===== src/common/ej32_pkg.sv =====
// shared widths, opcode set and per-opcode decode for the ej32 load/store core
// used by scoped names from every rtl module

package ej32_pkg;

    localparam int dsz = 32;            // data stack width
    localparam int asz = 16;            // byte address width

    typedef enum logic [4:0] {
        op_push, op_dup, op_drop,       // stack ops
        op_iadd, op_isub, op_iand, op_ior, op_ixor,
        op_iaload, op_baload, op_saload,
        op_iastore, op_bastore, op_sastore,
        op_get, op_put                  // console buffers
    } opcode_t;

    typedef enum logic [1:0] {
        eff_none,                       // depth unchanged
        eff_push,
        eff_pop1,
        eff_pop2
    } stack_eff_t;

    // depth change applied when the opcode ends
    function automatic stack_eff_t stack_eff(opcode_t op);
        case (op)
            op_push, op_dup, op_get:              return eff_push;
            op_iaload, op_baload, op_saload:      return eff_none;
            op_iastore, op_bastore, op_sastore:   return eff_pop2;
            default:                              return eff_pop1;  // binops, drop, put
        endcase
    endfunction

    // busy cycles per opcode
    function automatic logic [2:0] phase_count(opcode_t op);
        case (op)
            op_iaload, op_iastore:                return 3'd5;  // 4 bytes + address
            op_saload, op_sastore:                return 3'd3;
            op_baload, op_bastore, op_get, op_put: return 3'd2;
            default:                              return 3'd1;
        endcase
    endfunction

endpackage


===== src/ls/ej32_ls.sv =====
// load/store unit: big-endian int/short/byte moves between the stack and byte memory,
// plus the console input and output buffer pointers

module ej32_ls #(
    parameter logic [ej32_pkg::asz-1:0] tib       = 'h0800,  // input buffer base
    parameter logic [ej32_pkg::asz-1:0] obuf_base = 'h0c00   // output buffer base
) (
    input  logic                      ctl,
    input  logic                      rst_n,
    input  logic                      busy,
    input  ej32_pkg::opcode_t         code,
    input  logic [2:0]                phase,
    input  logic [ej32_pkg::dsz-1:0]  t,          // TOS
    input  logic [ej32_pkg::dsz-1:0]  s,          // NOS
    output logic [ej32_pkg::dsz-1:0]  ls_t,       // TOS candidate
    output logic                      ls_t_x,
    output logic [ej32_pkg::asz-1:0]  mem_addr,
    output logic                      mem_we,
    output logic [7:0]                mem_wdata,
    input  logic [7:0]                mem_rdata   // one cycle after address
);

    logic [ej32_pkg::asz-1:0] a;                  // address register
    logic [1:0]               dsel;               // store byte select, 0 is msb
    logic [ej32_pkg::asz-1:0] ibuf, obuf;         // console pointers

    logic [ej32_pkg::dsz-1:0] t_n;
    logic                     t_x;
    logic [ej32_pkg::asz-1:0] a_n;
    logic                     a_x;
    logic [1:0]               dsel_n;
    logic                     dsel_x;
    logic                     ibuf_x, obuf_x;     // pointer bumps

    logic [ej32_pkg::asz-1:0] t2a, s2a;           // stack words as addresses
    logic [ej32_pkg::dsz-1:0] d2t;                // zero-extended byte
    logic [ej32_pkg::dsz-1:0] t_d;                // byte shifted into TOS

    assign t2a = t[ej32_pkg::asz-1:0];
    assign s2a = s[ej32_pkg::asz-1:0];
    assign d2t = {{(ej32_pkg::dsz-8){1'b0}}, mem_rdata};
    assign t_d = {t[ej32_pkg::dsz-9:0], mem_rdata};   // big-endian merge

    assign ls_t      = t_n;
    assign ls_t_x    = t_x;
    assign mem_addr  = mem_we ? a : a_n;          // reads lead the register by a cycle
    assign mem_wdata = t[{~dsel, 3'b000} +: 8];   // dsel 0 picks t[31:24]

    task set_tos(input logic [ej32_pkg::dsz-1:0] d);
        t_n = d;
        t_x = 1'b1;
    endtask

    task mem_rd(input logic [ej32_pkg::asz-1:0] ad);  // data back next phase
        a_n = ad;
        a_x = 1'b1;
    endtask

    task byte_wr(input logic [1:0] nxt);          // write byte dsel, then select nxt
        mem_we = 1'b1;
        dsel_n = nxt;
        dsel_x = 1'b1;
    endtask

    always_comb begin
        t_n    = t;
        t_x    = 1'b0;
        a_n    = a;
        a_x    = 1'b0;
        dsel_n = dsel;
        dsel_x = 1'b0;
        mem_we = 1'b0;
        ibuf_x = 1'b0;
        obuf_x = 1'b0;
        if (busy) begin
            case (code)
                ej32_pkg::op_iaload:
                    case (phase)
                        3'd0: mem_rd(t2a);
                        3'd1: begin mem_rd(a + 1'b1); set_tos(d2t); end
                        3'd2, 3'd3: begin mem_rd(a + 1'b1); set_tos(t_d); end
                        3'd4: set_tos(t_d);               // lsb
                        default: ;
                    endcase
                ej32_pkg::op_saload:
                    case (phase)
                        3'd0: mem_rd(t2a);
                        3'd1: begin mem_rd(a + 1'b1); set_tos(d2t); end
                        3'd2: set_tos(t_d);
                        default: ;
                    endcase
                ej32_pkg::op_baload:
                    if (phase == 3'd0) mem_rd(t2a);
                    else set_tos(d2t);
                ej32_pkg::op_iastore:
                    case (phase)
                        3'd0: begin mem_rd(s2a); dsel_n = 2'd0; dsel_x = 1'b1; end
                        3'd1: begin mem_rd(a + 1'b1); byte_wr(2'd1); end
                        3'd2: begin mem_rd(a + 1'b1); byte_wr(2'd2); end
                        3'd3: begin mem_rd(a + 1'b1); byte_wr(2'd3); end
                        3'd4: byte_wr(2'd3);
                        default: ;
                    endcase
                ej32_pkg::op_sastore:
                    case (phase)
                        3'd0: begin mem_rd(s2a); dsel_n = 2'd2; dsel_x = 1'b1; end
                        3'd1: begin mem_rd(a + 1'b1); byte_wr(2'd3); end
                        3'd2: byte_wr(2'd3);
                        default: ;
                    endcase
                ej32_pkg::op_bastore:
                    if (phase == 3'd0) begin
                        mem_rd(s2a);
                        dsel_n = 2'd3;                // low byte only
                        dsel_x = 1'b1;
                    end
                    else byte_wr(2'd3);
                ej32_pkg::op_get:
                    if (phase == 3'd0) mem_rd(ibuf);
                    else begin
                        set_tos(d2t);
                        ibuf_x = 1'b1;
                    end
                ej32_pkg::op_put:
                    if (phase == 3'd0) begin
                        mem_rd(obuf);
                        dsel_n = 2'd3;
                        dsel_x = 1'b1;
                    end
                    else begin
                        byte_wr(2'd3);
                        set_tos(s);                   // pop, NOS moves up
                        obuf_x = 1'b1;
                    end
                default: ;                            // alu opcodes
            endcase
        end
    end

    always_ff @(posedge ctl) begin
        if (!rst_n) begin
            a    <= '0;
            dsel <= 2'd3;
            ibuf <= tib;
            obuf <= obuf_base;
        end
        else if (busy) begin
            if (a_x)    a    <= a_n;
            if (dsel_x) dsel <= dsel_n;
            if (ibuf_x) ibuf <= ibuf + 1'b1;
            if (obuf_x) obuf <= obuf + 1'b1;
        end
    end

endmodule


===== config.mk =====
export PLATFORM = sky130hd
export DESIGN_NAME = ej32_ls
export DESIGN_NICKNAME = d
export VERILOG_FILES = /design/src/common/ej32_pkg.sv /design/src/ls/ej32_ls.sv
export SDC_FILE = /design/constraint.sdc
export NUM_CORES = 1
export LEC_CHECK = 0
export BUFFER_PORTS_ARGS = -buffer_cell sky130_fd_sc_hd__buf_2
export CAP_MARGIN = 25
export CORE_MARGIN = 4
export CORE_UTILIZATION = 40
export CTS_CLUSTER_DIAMETER = 200
export DETAILED_ROUTE_END_ITERATION = 10
export GPL_TIMING_DRIVEN = 0
export SYNTH_ARGS = -nofsm -noshare
export SYNTH_HDL_FRONTEND = slang
export SYNTH_SLANG_ARGS = --single-unit

===== constraint.sdc =====
create_clock -name ctl -period 2.22 [get_ports ctl]
set_clock_uncertainty 0.15 [all_clocks]
set_input_delay 0 -clock ctl [delete_from_list [all_inputs] [get_ports ctl]]
set_output_delay 0 -clock ctl [all_outputs]
set_load 0.05 [all_outputs]

==> results of run 1 <==
-- registers in the layout, summed over array words and instances (netlist names) --
register and count:
a 16, ibuf 16, obuf 16, dsel 2
-- metal layers --
metal  track usage  wire length [microns]  vias to the layer above
met3        0.1039                   3893                      125
li1              -                      -                     3631
met1        0.4871                  13190                     4029
met5             0                      0                        -
met2        0.5936                  14930                      626
met4        0.1889                   1843                        0
-- critical path: cells and delay by family, from the launching register on --
kind,cells,cell delay [ns]
AO/OA/AOI/OAI,2,0.50
flip-flops,1,0.37
AND/OR/NAND/NOR,4,1.28
buffers and inverters,2,0.26
-- cells by family (layout without fill, tap and decap cells) --
kind of cell,count (synthesis),count (layout),share of synthesized area
AND/OR/NAND/NOR,314,314,0.2812
XOR/XNOR,37,37,0.05471
AO/OA/AOI/OAI,315,315,0.3688
adder cells (fa/ha/maj),3,3,0.006338
other,0,1,0
multiplexers,21,21,0.05302
buffers and inverters,96,313,0.06696
flip-flops,50,50,0.1690
-- per-stage QoR --
stage	utilization	instance area, sq um
after floorplan	-	6111
final	0.6166	8961
after global placement	0.4838	7032
after global routing	0.6164	8959
after detailed placement	0.4838	7032
after CTS	0.5706	8293
-- where the power goes --
group | switching (mW) | internal [mW] | total [mW]
clock network | 0.423 | 0.434 | 0.857
registers | 0.0124 | 0.900 | 0.912
logic | 0.829 | 0.431 | 1.26
total | 1.26 | 1.76 | 3.03
-- worst paths after layout --
path / from / endpoint / slack [ns] / cells past startpoint
max: a[0]$_SDFFE_PN0P_ / mem_addr[15] / -0.67 / 8
min: busy / ibuf[1]$_SDFFE_PN0P_ / 0.06 / 4
max reg2reg: a[0]$_SDFFE_PN0P_ / a[15]$_SDFFE_PN0P_ / -0.38 / 9
min reg2reg: obuf[9]$_SDFFE_PN0P_ / obuf[9]$_SDFFE_PN0P_ / 0.37 / 2
-- layout by cell type, fill, tap and decap left out, drive strengths merged, types with 7 or more instances in the layout --
cell type    n
nand2       79
and3        12
buf        249
a21o         9
o211ai       9
clkbuf      43
o21ai       64
a22o        14
o22ai       16
or3          9
nor2        59
nor2b       10
inv         19
mux4         8
nand4       18
a31oi       14
a22oi       37
dfxtp       50
nor4         9
and2        35
xnor2       28
nor3        16
nor3b        9
mux2i       10
nand3       32
xor2         9
a221oi       7
a21boi       7
a21oi       56
-- synth_stat cells, types with 5 or more instances --
library cell,instances,share of area
nand2_1,79,0.050
nor2_1,59,0.037
o21ai_0,59,0.050
a21oi_1,56,0.047
clkbuf_1,50,0.032
dfxtp_1,50,0.17
a22oi_1,37,0.047
and2_1,34,0.036
nand3_1,31,0.026
xnor2_1,28,0.041
buf_2,26,0.022
nand4_1,17,0.018
inv_1,16,0.010
o22ai_1,16,0.017
a22o_1,14,0.021
a31oi_1,14,0.015
nor3_1,14,0.012
and3_1,12,0.013
mux2i_1,10,0.017
nor2b_1,10,0.011
a21o_1,9,0.011
nor4_1,9,0.0095
or3_1,9,0.0095
xor2_1,9,0.013
mux4_2,8,0.030
a21boi_0,7,0.0089
a221oi_1,7,0.010
o211ai_1,7,0.0089
a211oi_1,6,0.0076
nor3b_1,6,0.0076
o21a_1,6,0.0076
o22a_1,6,0.0089
o32a_1,6,0.010
a221o_1,5,0.0084
nand2b_1,5,0.0053
o211a_1,5,0.0084
o21ai_1,5,0.0042
o31a_1,5,0.0074
o32ai_1,5,0.0074
-- layout make-up --
class	instances	area share
plain buffers	66	0.05431
inverters	17	0.007679
diodes	1	0.0002793
well taps	184	0.02569
flip-flops and latches	50	0.1149
clock inverters	3	0.003211
clock buffers	5	0.01396
repair buffers	222	0.1875
multi-input cells	690	0.5924
-- repair_timing --
| item | 4_1_cts | 5_1_grt |
|---|---|---|
| buffers inserted | 45 | 42 |
| pin swaps | 34 | 46 |
| hold endpoints to repair | 26 | 0 |
| gates resized for setup | 225 | 128 |
| gates cloned | 0 | 2 |
| endpoints found under the setup margin | 74 | 62 |
| hold buffers | 1 | 0 |
==> results.sh, run 1 <==
export IMPL_io_buffers=138
export IMPL_grt_overflow_total=0
export IMPL_fin_tns_setup_ns=-5.820
export IMPL_tightest_slew_ns=0.9045
export IMPL_max_cap_violations=0
export IMPL_firstDrtPassIters=5
export IMPL_max_freq_mhz=346.2
export IMPL_layout_min_cycle_time_ns=2.888
export IMPL_placedCellCount=1158
export IMPL_routabilityCongestion=0.9935
export IMPL_syn_area_sq_um=5923
export IMPL_rows=44
export IMPL_drive_gt1_frac=0.4217
export IMPL_cts_tree="done"
export IMPL_via_per_inst=6.794
export IMPL_max_stage_delay_ns=0.48
export IMPL_worst_slack_ns=-0.6681
export IMPL_dpl_hpwl_mm=24.49
export IMPL_cp_cell_sequence="buf_6, nand4_1, or4_4, nor3b_4, o21ai_1, or4b_4, o32a_4, buf_8"
export IMPL_antenna_found_initial=0
export IMPL_ys_flop_type="dfxtp_1"
export IMPL_cts_root_buf="clkbuf_16"
export IMPL_fin_nets=1138
export IMPL_ir_drop_v=0.0003608
export IMPL_violations="setup timing"
export IMPL_cts_buffers_inserted=5
export IMPL_syn_instance_count=836
export IMPL_crit_type="reg2out"
export IMPL_synthArstFlopShare=0
export IMPL_cellLeakagePower_nw=3.575
export IMPL_ys_types=82
export IMPL_core_sq_um=14530
export IMPL_vias=8411
export IMPL_slew_headroom=0.3970
export IMPL_power_mw=3.029
export IMPL_drt_wirelength_per_cell_microns=27.35
export IMPL_finalWirelength_mm=33.86
export IMPL_crit_fanout=2
export IMPL_ys_seq_area_frac=0.1690
export IMPL_drt_initial_drc_count=907
export IMPL_cp_slowest_cell="or4b_4"
export IMPL_drc=0
export IMPL_die_area_sq_um=16820
export IMPL_setup_viol=21
export IMPL_ant_nets=0
export IMPL_multi_input_area_sq_um=5309
export IMPL_post_place_ws_ns=-1.005
export IMPL_finalMaxSlewViolations=0
export IMPL_insertion_delay_ns=0.32
export IMPL_die_y_microns=129.7
export IMPL_synth_edff_count=0
export IMPL_num_fill_cells=1356
export IMPL_holdWs_ns=0.05555
export IMPL_first_global_vias=7665
export IMPL_min_delay_path_class="in2reg"
export IMPL_status="complete, but fails checks"
export IMPL_grt_max_degree=19
export IMPL_ys_warn_count=0
export IMPL_path_clk_slew_ns=0.08
export IMPL_rsz0062_at_grt="true"
export IMPL_syn_num_nets=922
export IMPL_final_hold_violation_count=0
export IMPL_start_util=0.4075
export IMPL_p_per_area_nw_per_um2=338.0
export IMPL_finalCritPeriodShare=1.301
export IMPL_area_growth_syn_to_layout_pct=51.29
export IMPL_clock_sinks=50
export IMPL_ff_latch_area_sq_um=1030
export IMPL_ios=141
export IMPL_clockBufferDepth=2
export IMPL_cp_end_kind="primary output"
export IMPL_grt_usage=0.3816
export IMPL_start_kind="register"
export IMPL_instances_no_fill=1238
export IMPL_fp_dieW_microns=129.7
export IMPL_grt_pass1_wl_mm=47.74
export IMPL_yosys_register_bits=50
export IMPL_htreeDepth=2
export IMPL_crit_arrival_ns=2.74
export IMPL_cp_required_ns=2.07
export IMPL_avgSynthCellArea_sq_um=7.085
(Power assumes the default switching activity.)
==> inputs of run 2 (changes only) <==
GPL_TIMING_DRIVEN = not set   (was 0)
PLACE_DENSITY = 0.67   (was not set)
==> results.sh, run 2 (same netlist as run 1, synthesis figures left out) <==
export IMPL_num_fill_cells=1257
export IMPL_drc=0
export IMPL_min_from="s[0]"
export IMPL_clockBufferDepth=2
export IMPL_finalWirelength_mm=34.46
export IMPL_clock_sinks=50
export IMPL_power_mw=3.091
export IMPL_rows=44
export IMPL_final_common_cell="buf_4"
export IMPL_fp_dieW_microns=129.7
export IMPL_rsz0062_at_grt="true"
export IMPL_finalMaxSlewViolations=0
export IMPL_cp_cell_sequence="buf_6, ha_4, and3_4, nand4_1, mux2i_1, nor2_1, or4_4, o32a_4, buf_6"
export IMPL_largestRegisters="a (16), ibuf (16), obuf (16)"
export IMPL_r2r_slack_ns=-0.24
export IMPL_n_antenna_cell=0
export IMPL_routabilityCongestion=1.012
export IMPL_instances_no_fill=1327
export IMPL_max_freq_mhz=353.7
export IMPL_crit_type="reg2out"
export IMPL_die_area_sq_um=16820
export IMPL_r2r_start="a[0]$_SDFFE_PN0P_"
export IMPL_ff_latch_area_sq_um=1025
export IMPL_core_sq_um=14530
export IMPL_grt_pass1_wl_mm=47.09
export IMPL_timing_critical_path_mode_cell="buf_6"
export IMPL_hold_depth=4
export IMPL_drt_wirelength_per_cell_microns=25.97
export IMPL_setup_viol=22
export IMPL_grt_usage=0.3697
export IMPL_area_growth_syn_to_layout_pct=62.23
export IMPL_grt_max_degree=35
export IMPL_p_per_area_nw_per_um2=321.6
export IMPL_share_comb_of_total_power=0.431
export IMPL_grt_overflow_total=0
export IMPL_antenna_found_initial=0
export IMPL_status="complete, but fails checks"
export IMPL_cts_tree="done"
export IMPL_fin_tns_setup_ns=-5.700
export IMPL_dpl_hpwl_mm=25.37
export IMPL_ios=141
export IMPL_cp_required_ns=2.07
export IMPL_switching_share=0.4060
export IMPL_seqPwrFrac=0.295
export IMPL_drt_initial_drc_count=1288
export IMPL_crit_fanout=4
export IMPL_holdWs_ns=0.1609
export IMPL_vias=8782
export IMPL_multi_input_area_sq_um=5161
export IMPL_io_buffers=140
export IMPL_die_y_microns=129.7
export IMPL_first_global_vias=7889
export IMPL_cellLeakagePower_nw=4.069
export IMPL_violations="setup timing"
export IMPL_insertion_delay_ns=0.31
export IMPL_worst_slack_ns=-0.6071
export IMPL_tightest_slew_ns=0.6844
export IMPL_htreeDepth=2
export IMPL_cts_buffers_inserted=5
export IMPL_firstDrtPassIters=7
export IMPL_p_switching_mw=1.255
export IMPL_finalCritPeriodShare=1.273
export IMPL_crit_arrival_ns=2.68
export IMPL_fin_nets=1228
export IMPL_placedCellCount=1282
export IMPL_start_util=0.4075
export IMPL_layout_min_cycle_time_ns=2.827
export IMPL_ir_drop_v=0.0004704
export IMPL_final_hold_violation_count=0
export IMPL_final_cell_mix="buf_4, buf_2, nand2_1, nor2_1, a21oi_1"
export IMPL_path_clk_slew_ns=0.08
export IMPL_hold_end="a[0]$_SDFFE_PN0P_"
export IMPL_cts_root_buf="clkbuf_16"
export IMPL_ant_nets=0
export IMPL_crit_family="simple AND/OR/NAND/NOR gates"
export IMPL_cp_slowest_cell="or4_4"
export IMPL_pwr_share_clk=0.274
export IMPL_cp_end_kind="primary output"
export IMPL_min_delay_path_class="in2reg"
export IMPL_worst_r2r_endpoint="a[10]$_SDFFE_PN0P_"
export IMPL_ff2ff_path_depth=8
export IMPL_start_kind="register"
export IMPL_drive_gt1_frac=0.4637
export IMPL_crit_buf_inv=2
export IMPL_slew_headroom=0.5437
export IMPL_max_stage_delay_ns=0.53
export IMPL_via_per_inst=6.618
export IMPL_cellInternalPower_mw=1.836
export IMPL_post_place_ws_ns=-0.3132
export IMPL_max_cap_violations=0
## run 2: cell count changes in the layout (fill, tap and decap cells not counted), sizes merged
cell      before  now
buf          249  367
clkbuf        43   15
clkinvlp       0    1
diode          1    0
inv           19   18
## run 2: how the worst max path moves through the flow
stage | end | startpoint | slack, ns | cells past startpoint
after floorplan | mem_addr[15] | a[7]$_SDFFE_PN0P_ | -0.21 | 7
after global placement | mem_addr[8] | code[1] | -0.32 | 10
after detailed placement | mem_addr[8] | a[0]$_SDFFE_PN0P_ | -0.31 | 8
after CTS | mem_addr[15] | a[11]$_SDFFE_PN0P_ | -0.52 | 7
after global routing | mem_addr[10] | a[0]$_SDFFE_PN0P_ | -0.64 | 9
final | mem_addr[10] | a[0]$_SDFFE_PN0P_ | -0.61 | 9
## run 2: power by group through the flow
stage	logic (mW)	clock network, mW	registers [mW]
floorplan	0.639	0	0.930
global placement	1.15	0	0.935
detailed placement	1.15	0	0.935
CTS	1.20	0.851	0.914
global route	1.37	0.896	0.914
finish	1.33	0.846	0.913
## run 2: worst register-to-register path, stage by stage (launching register included)
cell     delay [ns]
dfxtp_4        0.38
buf_6          0.10
ha_4           0.21
and3_4         0.27
nand4_1        0.16
mux2i_1        0.18
nor2_1         0.06
or4_4          0.53
o311a_1        0.31
## run 2: layout make-up
cell class	instances	share of cell area
clock buffer	5	0.01302
clock inverter	3	0.002734
inverter	17	0.007031
multi-input combinational	690	0.5371
sequential	50	0.1066
tap	184	0.02396
timing repair buffer	378	0.3095
## run 2: repair_timing
action                                  in CTS  in global routing
pin swaps                                   20                 41
hold buffers                                 1                  0
resized for setup                           83                136
cloned                                       0                  2
buffers inserted                             5                 32
endpoints found under the hold margin        9                  0
endpoints found under the setup margin      46                 53
## run 2: layer usage
layer | wire length, microns | up-vias | global-route usage
met2 | 15060 | 661 | 0.5878
li1 | - | 3804 | -
met1 | 13110 | 4148 | 0.4689
met4 | 2185 | 0 | 0.1773
met5 | 0 | - | 0
met3 | 4103 | 169 | 0.09192
## run 2: metrics by stage
step / utilization / instance area [sq um]
after detailed placement: 0.5723 / 8318
after global routing: 0.6612 / 9609
final: 0.6612 / 9609
after CTS: 0.6077 / 8832
after global placement: 0.5723 / 8318
after floorplan: - / 6111
==> inputs of run 3 (changes only) <==
CTS_CLUSTER_SIZE = 25   (was not set)
PLACE_DENSITY = 0.64   (was 0.67)
clock period = 2.7 ns   (was 2.22 ns; I/O delays follow)
==> results.sh, run 3 (same netlist as run 1, synthesis figures left out) <==
export IMPL_cp_end_kind="primary output"
export IMPL_drt_initial_drc_count=1424
export IMPL_antenna_found_initial=1
export IMPL_cts_buffers_inserted=5
export IMPL_start_util=0.4075
export IMPL_grt_pass1_wl_mm=41.75
export IMPL_min_delay_path_class="in2reg"
export IMPL_clock_sinks=50
export IMPL_vias=7970
export IMPL_worst_r2r_endpoint="a[15]$_SDFFE_PN0P_"
export IMPL_core_sq_um=14530
export IMPL_final_common_cell="buf_2"
export IMPL_ios=141
export IMPL_grt_usage=0.3224
export IMPL_fp_dieW_microns=129.7
export IMPL_io_buffers=140
export IMPL_layout_min_cycle_time_ns=2.814
export IMPL_fin_tns_setup_ns=-0.1390
export IMPL_finalMaxSlewViolations=0
export IMPL_routabilityCongestion=1.052
export IMPL_crit_buf_inv=1
export IMPL_cts_hold_buffers=0
export IMPL_r2r_slack_ns=0.30
export IMPL_die_area_sq_um=16820
export IMPL_violations="setup timing"
export IMPL_hold_depth=4
export IMPL_slew_headroom=0.3730
export IMPL_firstDrtPassIters=6
export IMPL_rsz0062_at_grt="true"
export IMPL_crit_family="simple AND/OR/NAND/NOR gates"
export IMPL_fin_area_sq_um=7413
export IMPL_instances_no_fill=1165
export IMPL_place_area_sq_um=7128
export IMPL_p_per_area_nw_per_um2=317.5
export IMPL_power_mw=2.354
export IMPL_cp_slowest_cell="or4_4"
export IMPL_final_hold_violation_count=0
export IMPL_path_clk_slew_ns=0.07
export IMPL_holdWs_ns=0.06627
export IMPL_finalWirelength_mm=28.21
export IMPL_post_place_ws_ns=0.1088
export IMPL_via_per_inst=6.841
export IMPL_cellLeakagePower_nw=3.005
export IMPL_crit_arrival_ns=2.66
export IMPL_first_global_vias=7203
export IMPL_status="complete, but fails checks"
export IMPL_drc=0
export IMPL_ant_nets=0
export IMPL_finish_utilization=0.5101
export IMPL_max_stage_delay_ns=0.52
export IMPL_htreeDepth=2
export IMPL_clockBufferDepth=2
export IMPL_crit_fanout=5
export IMPL_min_from="busy"
export IMPL_cts_tree="done"
export IMPL_placedCellCount=1156
export IMPL_setup_viol=2
export IMPL_final_cell_mix="buf_2, nand2_1, buf_4, nor2_1, a21oi_1"
export IMPL_drive_gt1_frac=0.2773
export IMPL_finalCritPeriodShare=1.042
export IMPL_tightest_slew_ns=0.9371
export IMPL_largestRegisters="a (16), ibuf (16), obuf (16)"
export IMPL_ir_drop_v=0.0002199
export IMPL_insertion_delay_ns=0.31
export IMPL_die_y_microns=129.7
export IMPL_drt_wirelength_per_cell_microns=24.21
export IMPL_cp_required_ns=2.55
export IMPL_cts_root_buf="clkbuf_16"
export IMPL_n_antenna_cell=0
export IMPL_max_cap_violations=0
export IMPL_crit_type="reg2out"
export IMPL_start_kind="register"
export IMPL_area_growth_syn_to_layout_pct=25.16
export IMPL_cp_cell_sequence="nand4_1, or4_4, nor3b_1, o21ai_1, or4b_4, o32a_1, buf_6"
export IMPL_r2r_start="a[0]$_SDFFE_PN0P_"
export IMPL_worst_slack_ns=-0.1138
export IMPL_fin_nets=1066
export IMPL_max_freq_mhz=355.4
export IMPL_grt_overflow_total=0
export IMPL_grt_max_degree=51
export IMPL_hold_end="ibuf[1]$_SDFFE_PN0P_"
export IMPL_dpl_hpwl_mm=21.28
export IMPL_ff2ff_path_depth=6
export IMPL_rows=44
==> run 3: changes by cell type in the layout (fill, tap and decap cells not counted), sizes merged <==
cell         change
clkinvlp         -1
clkbuf          -10
bufinv           +1
dlygate4sd3      -1
buf            -151
==> run 3: repair_timing <==
action / CTS / global route
pin swaps: 3 / 1
setup buffers: 1 / 0
endpoints found under the setup margin: 7 / 8
resized for setup: 20 / 8
==> run 3: cell type report <==
class | count | area [sq um]
tap | 184 | 230.2
inverter | 17 | 63.81
multi-input combinational | 690 | 4613
sequential | 50 | 1012
clock buffer | 5 | 125.1
fill | 1479 | 7121
clock inverter | 3 | 47.55
timing repair buffer | 216 | 1321
==> run 3: worst max path at each step <==
| stage | startpoint | endpoint | slack, ns | depth (start not counted) |
|---|---|---|---|---|
| after CTS | a[0]$_SDFFE_PN0P_ | mem_addr[15] | -0.04 | 7 |
| final | a[0]$_SDFFE_PN0P_ | mem_addr[15] | -0.11 | 7 |
| after detailed placement | a[0]$_SDFFE_PN0P_ | mem_addr[8] | 0.11 | 9 |
| after global routing | a[0]$_SDFFE_PN0P_ | mem_addr[15] | -0.15 | 7 |
| after floorplan | code[4] | mem_addr[8] | 0.01 | 9 |
| after global placement | a[6]$_SDFFE_PN0P_ | mem_addr[15] | 0.17 | 7 |
==> run 3: routing by layer <==
metal,share of wire,global-route usage
met5,0.00046,0
met4,0.069,0.1797
met3,0.14,0.07502
met2,0.43,0.4983
met1,0.37,0.4134
==> run 3: tightest hold or removal path: cells and delay by family <==
kind	cells	cell delay (ns)
AOI/OAI and AO/OA	1	0.07
buffers and inverters	1	0.17
and+or+nand+nor	2	0.23
==> run 3: report_power, final <==
group          internal, mW  switching, mW  leakage (nW)
clock                 0.443          0.317        0.0844
combinational         0.253          0.590          2.51
sequential            0.742        0.00912         0.406
total                  1.44          0.916          3.00
